`config.mk`:
```
export PLATFORM = sky130hd
export DESIGN_NAME = irq_ctrl_top
export DESIGN_NICKNAME = d
export VERILOG_FILES = /design/src/irq_cfg_pkg.sv /design/src/irq_types_pkg.sv /design/src/irq_capture.sv /design/src/prio_matrix_arbiter.sv /design/src/irq_vector_encoder.sv /design/src/irq_ctrl_top.sv
export SDC_FILE = /design/constraint.sdc
export NUM_CORES = 1
export LEC_CHECK = 0
export BUFFER_PORTS_ARGS = -buffer_cell sky130_fd_sc_hd__buf_2
export CAP_MARGIN = 20
export CORE_AREA = 2 2 55 67
export CTS_CLUSTER_DIAMETER = 50
export DETAILED_ROUTE_END_ITERATION = 10
export DIE_AREA = 0 0 57 69
export PLACE_DENSITY = 0.67
export SYNTH_ARGS = -nofsm -noshare
export SYNTH_HDL_FRONTEND = slang
export SYNTH_HIERARCHICAL = 1
export SYNTH_SLANG_ARGS = --single-unit
```
`constraint.sdc`:
```
create_clock -name clk -period 0.8 [get_ports clk]
set_clock_uncertainty 0.05 [all_clocks]
set_input_delay 0.16 -clock clk [delete_from_list [all_inputs] [get_ports clk]]
set_output_delay 0.16 -clock clk [all_outputs]
set_load 0.005 [all_outputs]
```
`src/irq_cfg_pkg.sv`:
```
// irq_cfg_pkg: size constants for the interrupt controller
`default_nettype none

package irq_cfg_pkg;

    // number of peripheral interrupt sources
    localparam int N_SRC = 4;

    // width of a source id
    localparam int ID_W = $clog2(N_SRC);

    // flattened priority matrix, one row of N_SRC bits per source
    localparam int TABLE_W = N_SRC * N_SRC;

endpackage : irq_cfg_pkg

`default_nettype wire

```
`src/irq_types_pkg.sv`:
```
// irq_types_pkg: vector types and packed structs passed between controller stages
`default_nettype none

package irq_types_pkg;

    import irq_cfg_pkg::*;

    // one bit per source (sources, mask, pending, req, grant)
    typedef logic [N_SRC-1:0] src_vec_t;

    // row i sits at bits i*N_SRC upward, bit j set means j beats i
    typedef logic [TABLE_W-1:0] prio_table_t;

    typedef logic [ID_W-1:0] irq_id_t;

    // software acknowledge, ack is a one-cycle pulse
    typedef struct packed {
        logic    ack;
        irq_id_t ack_id;
    } ack_t;

    // encoded interrupt towards the cpu
    typedef struct packed {
        logic    valid;
        logic    multi;     // more than one grant this cycle
        irq_id_t id;        // lowest granted index
    } irq_out_t;

    // arbiter input stage payload
    typedef struct packed {
        src_vec_t    req;
        prio_table_t tbl;
    } arb_in_t;

endpackage : irq_types_pkg

`default_nettype wire

```
`src/irq_capture.sv`:
```
// irq_capture: rising edge detect, pending latch with ack clear, masked request register
`timescale 1ns/1ps
`default_nettype none

module irq_capture
    import irq_cfg_pkg::*;
    import irq_types_pkg::*;
(
    input  wire logic     clk,
    input  wire logic     rst_n,
    input  wire src_vec_t irq_src,
    input  wire src_vec_t mask,
    input  wire ack_t     ack_in,
    output src_vec_t      req
);

    src_vec_t src_prev;     // irq_src sampled one edge earlier
    src_vec_t pending;
    src_vec_t rise;
    src_vec_t ack_clr;
    src_vec_t pending_nxt;

    // sources low last edge and high now
    assign rise = irq_src & ~src_prev;

    // decode the ack id into a one-hot clear vector
    always_comb begin
        ack_clr = '0;
        for (int i = 0; i < N_SRC; i++) begin
            if (ack_in.ack && (ack_in.ack_id == irq_id_t'(i))) begin
                ack_clr[i] = 1'b1;
            end
        end
    end

    // set wins over clear on the same edge
    assign pending_nxt = (pending & ~ack_clr) | rise;

    // edge history starts at zero, so a source already high
    // when reset releases is taken as a rising edge
    always_ff @(posedge clk or negedge rst_n) begin
        if (!rst_n) begin
            src_prev <= '0;
            pending  <= '0;
        end else begin
            src_prev <= irq_src;
            pending  <= pending_nxt;
        end
    end

    // mask only hides pending bits, it never drops them
    always_ff @(posedge clk or negedge rst_n) begin
        if (!rst_n) begin
            req <= '0;
        end else begin
            req <= pending & ~mask;
        end
    end

endmodule : irq_capture

`default_nettype wire

```
`src/prio_matrix_arbiter.sv`:
```
// prio_matrix_arbiter: input register stage and matrix blocking stage producing grants
`timescale 1ns/1ps
`default_nettype none

module prio_matrix_arbiter
    import irq_cfg_pkg::*;
    import irq_types_pkg::*;
(
    input  wire logic        clk,
    input  wire logic        rst_n,
    input  wire src_vec_t    req,
    input  wire prio_table_t prio_table,
    output src_vec_t         grant
);

    arb_in_t  arb_q;        // registered req and table
    src_vec_t blocked;      // source has a higher-precedence requester
    src_vec_t grant_nxt;

    // stage 1
    // req and table are captured together so that a table change
    // lines up with the requests it is judged against
    always_ff @(posedge clk or negedge rst_n) begin
        if (!rst_n) begin
            arb_q <= '0;
        end else begin
            arb_q.req <= req;
            arb_q.tbl <= prio_table;
        end
    end

    // stage 2
    // row i of the table lists the sources that take precedence
    // over source i, any of them requesting blocks i
    always_comb begin : blocking_rule
        src_vec_t row;
        blocked = '0;
        for (int i = 0; i < N_SRC; i++) begin
            row    = arb_q.tbl[i*N_SRC +: N_SRC];
            row[i] = 1'b0;                          // diagonal ignored
            blocked[i] = |(row & arb_q.req);
        end
    end

    // strict total order gives one-hot grant,
    // a partial table can let several through
    assign grant_nxt = arb_q.req & ~blocked;

    always_ff @(posedge clk or negedge rst_n) begin
        if (!rst_n) begin
            grant <= '0;
        end else begin
            grant <= grant_nxt;
        end
    end

endmodule : prio_matrix_arbiter

`default_nettype wire

```
`src/irq_vector_encoder.sv`:
```
// irq_vector_encoder: lowest index grant encoding with valid and multiple-grant flags
`timescale 1ns/1ps
`default_nettype none

module irq_vector_encoder
    import irq_cfg_pkg::*;
    import irq_types_pkg::*;
(
    input  wire logic     clk,
    input  wire logic     rst_n,
    input  wire src_vec_t grant,
    output irq_out_t      irq
);

    irq_out_t irq_nxt;

    always_comb begin
        irq_nxt.valid = |grant;
        // clearing the lowest set bit leaves something only if two or more
        irq_nxt.multi = |(grant & (grant - src_vec_t'(1)));
        irq_nxt.id    = '0;                         // stays zero with no grant
        // scan downward so the lowest index is written last
        for (int i = N_SRC - 1; i >= 0; i--) begin
            if (grant[i]) begin
                irq_nxt.id = ID_W'(i);
            end
        end
    end

    always_ff @(posedge clk or negedge rst_n) begin
        if (!rst_n) begin
            irq <= '0;
        end else begin
            irq <= irq_nxt;
        end
    end

endmodule : irq_vector_encoder

`default_nettype wire

```
`src/irq_ctrl_top.sv`:
```
// irq_ctrl_top: capture, matrix arbiter and encoder chained into the interrupt controller
`timescale 1ns/1ps
`default_nettype none

module irq_ctrl_top
    import irq_types_pkg::*;
(
    input  wire logic        clk,
    input  wire logic        rst_n,
    input  wire src_vec_t    irq_src,       // raw peripheral lines, edge triggered
    input  wire src_vec_t    mask,          // 1 hides a pending source
    input  wire prio_table_t prio_table,
    input  wire ack_t        ack_in,
    output src_vec_t         grant,
    output irq_out_t         irq
);

    src_vec_t req;          // masked pending, capture to arbiter

    // source edge in, req two edges later
    irq_capture u_capture (
        .clk     (clk),
        .rst_n   (rst_n),
        .irq_src (irq_src),
        .mask    (mask),
        .ack_in  (ack_in),
        .req     (req)
    );

    // req in, grant two edges later
    prio_matrix_arbiter u_arbiter (
        .clk        (clk),
        .rst_n      (rst_n),
        .req        (req),
        .prio_table (prio_table),
        .grant      (grant)
    );

    // grant in, irq one edge later
    irq_vector_encoder u_encoder (
        .clk   (clk),
        .rst_n (rst_n),
        .grant (grant),
        .irq   (irq)
    );

endmodule : irq_ctrl_top

`default_nettype wire

```
==> results.md <==
- Peak VDD IR: 1880 uV
- Routed Antenna Nets: 0
- Layout net count: 171
- Max-slew headroom: 84.51%
- Die span in x: 57 um
- Mapped Nets: 104
- Slowest CP cell: dfrtp_1
- Worst-margin pin slew: 0.2323 ns
- CTS tree: done
- Vias: 816
- Clock Path Buffers: 2
- Core area: 3281 um2
- CP Data Required Time: 0.59 ns
- Starting DRT DRC Count: 16
- # DRC: 0
- Period utilization: 127.9%
- Highest-count cells in the layout ignoring fill and taps: dfrtp_1 (36), buf_2 (32), dlygate4sd3_1 (21)
- Final Util: 53.93%
- CP bufs+invs: 1
- Final setup violation count: 16
- First-pass GRT wire length: 3.408 mm
- Yosys warnings: 6
- Setup crit start kind: register
- Total power: 4215 uW
- CP top delay family: flip-flops
- Synthesis-to-layout area growth: 57.99%
- Failing checks: setup timing
- Wirelength per Cell: 11.91 um
- CP max stage delay: 0.40 ns
- Area contributors post-synth: dfrtp_1 (80%), a22oi_1 (2.7%), a22o_1 (2.3%)
- Largest net degree at the start of global routing: 29
- Critical path, cell by cell: buf_2
- Cells after synthesis: 75
- F_max: 977.7 MHz
- Die height: 69 um
- Area of the mapped netlist: 1120 um2
- Row cnt: 23
- Clock sink count: 36
- DP HPWL: 1.356 mm
- P_leak: 0.0008753 uW
- Worst setup slack after layout: -0.2228 ns
- Cell taking the most area after synthesis: dfrtp_1
- Slew Limit Fails: 0
- Final count of hold timing violations: 0
- Register area share after synthesis: 80.45%
- Pre-Repair DR Iteration Count: 3
- Ant. Diodes: 0
- Library cells used by synthesis: 16
- RSZ-0062 raised after global routing: yes
- Max cap viols: 0
- Overflow after GRT: 0
- Gr usage total: 11.97%
- Pwr Density: 2382 nW/um2
- FF+latch count, synth: 36
- Die area: 3933 um2
- Final WL: 2.143 mm
- Skew-Pair Late Insertion Delay: 0.28 ns
- Reg clk slew, reported paths: 0.06 ns
- Mapped Avg Cell Area: 14.93 um2
- Initial Util: 34.13%
- # fillers: 292
- Most common cell after layout, fill and taps aside: dfrtp_1
- Htree depth: 2
- Worst setup path class: register to output port
- Critical path endpoint category: output port
- CP Max Fanout: 2
- Total CTS buffers: 5
- Antenna violations before repair: 0
- Share of post-route cells with drive strength above 1: 37.06%
- RD Place Congestion: 0.7236
- IO Port Bufs: 32
- Yosys top cell area share: 80.45%
- Worst Hold Class: primary input to register
- IO Pins: 37
- Root Buffer: clkbuf_8
- Status: complete, but fails checks
- DR vias/cell: 4.533
- Min cycle time layout: 1.023 ns
- CP arrival: 0.81 ns
- Vias in the first global route: 810
==> cells by family after synthesis <==
kind of cell / count (synthesis) / synth area share [%]
flip-flops: 36 / 80.45
AND/OR/NAND/NOR: 22 / 10.39
AO/OA/AOI/OAI: 11 / 7.152
buffers and inverters: 6 / 2.011
==> layout make-up <==
type / count / area, um2 / area share, %
multi-input cells: 33 / 230.2 / 13.01
well taps: 37 / 46.29 / 2.617
inverters: 6 / 22.52 / 1.273
flip-flops and latches: 36 / 900.9 / 50.92
clock inverters: 1 / 30.03 / 1.697
repair buffers: 60 / 442.9 / 25.04
clock buffers: 7 / 96.34 / 5.446
==> synth_stat cells, drive strengths merged <==
master	number
nand3b	2
o22ai	1
dfrtp	36
a22oi	4
nor2	3
inv	6
nor2b	3
nand2b	1
a21oi	2
a22o	3
and3	4
nor3b	1
nand3	1
nor3	1
nand2	6
a211oi	1
==> power by group <==
part | switching [uW] | internal [uW]
logic | 198 | 284
clock network | 593 | 1100
registers | 68.0 | 1970
total | 859 | 3360
==> stage by stage <==
stage          instances  setup slack [ns]  instance area, um2  hold slack (ns)  setup TNS (ns)
6_report             180           -0.2228                1769          0.06900          -2.484
5_1_grt              180           -0.2548                1769          0.05544          -3.028
4_1_cts              178           -0.2158                1747          0.05241          -2.244
3_5_place_dp         145          -0.07389                1351         -0.01851         -0.3049
3_3_place_gp         145          -0.05614                1351         -0.02542         -0.1669
2_1_floorplan         75          -0.03930                1125          -0.1856        -0.03930
==> what timing repair did <==
item                       CTS  global route
gates resized for setup      7             2
hold endpoints to repair    56             0
buffers inserted             4             2
hold buffers                21             0
pin swaps                    1             4
setup endpoints to repair   16            16
==> state kept, by name, summed over array words and instances (netlist names) <==
| name | count |
|---|---|
| u_capture/src_prev | 4 |
| u_capture/pending | 4 |
| u_arbiter/arb_q | 16 |
| u_arbiter/grant | 4 |
| u_encoder/irq | 4 |
| u_capture/req | 4 |
==> worst register-to-register path, delay by kind of cell (launching register included) <==
family	cells	cell delay (ns)
AO/OA/AOI/OAI	2	0.20
flip-flops	1	0.39
buffers and inverters	2	0.26
==> layer usage <==
metal / wire length (um) / up-vias / global-route usage (%)
li1: - / 382 / -
met1: 753 / 395 / 11.74
met2: 1191 / 35 / 20.18
met3: 167 / 4 / 6.004
met4: 31 / 0 / 6.202
met5: 0 / - / 0
==> final timing paths <==
path | to | from | slack [ns] | depth (start not counted)
hold reg to reg | u_arbiter/arb_q[16]$_DFF_PN0_ | u_capture/req[0]$_DFF_PN0_ | 0.30 | 0
setup reg to reg | u_encoder/irq[2]$_DFF_PN0_ | u_arbiter/grant[3]$_DFF_PN0_ | -0.22 | 4
min in group asynchronous | u_encoder/irq[0]$_DFF_PN0_ | rst_n | 0.21 | 2
max in group asynchronous | u_capture/pending[2]$_DFF_PN0_ | rst_n | 0.09 | 3
setup / recovery | grant[0] | u_arbiter/grant[0]$_DFF_PN0_ | -0.22 | 1
hold / removal | u_capture/pending[2]$_DFF_PN0_ | irq_src[2] | 0.07 | 2
(Power assumes the default switching activity.)
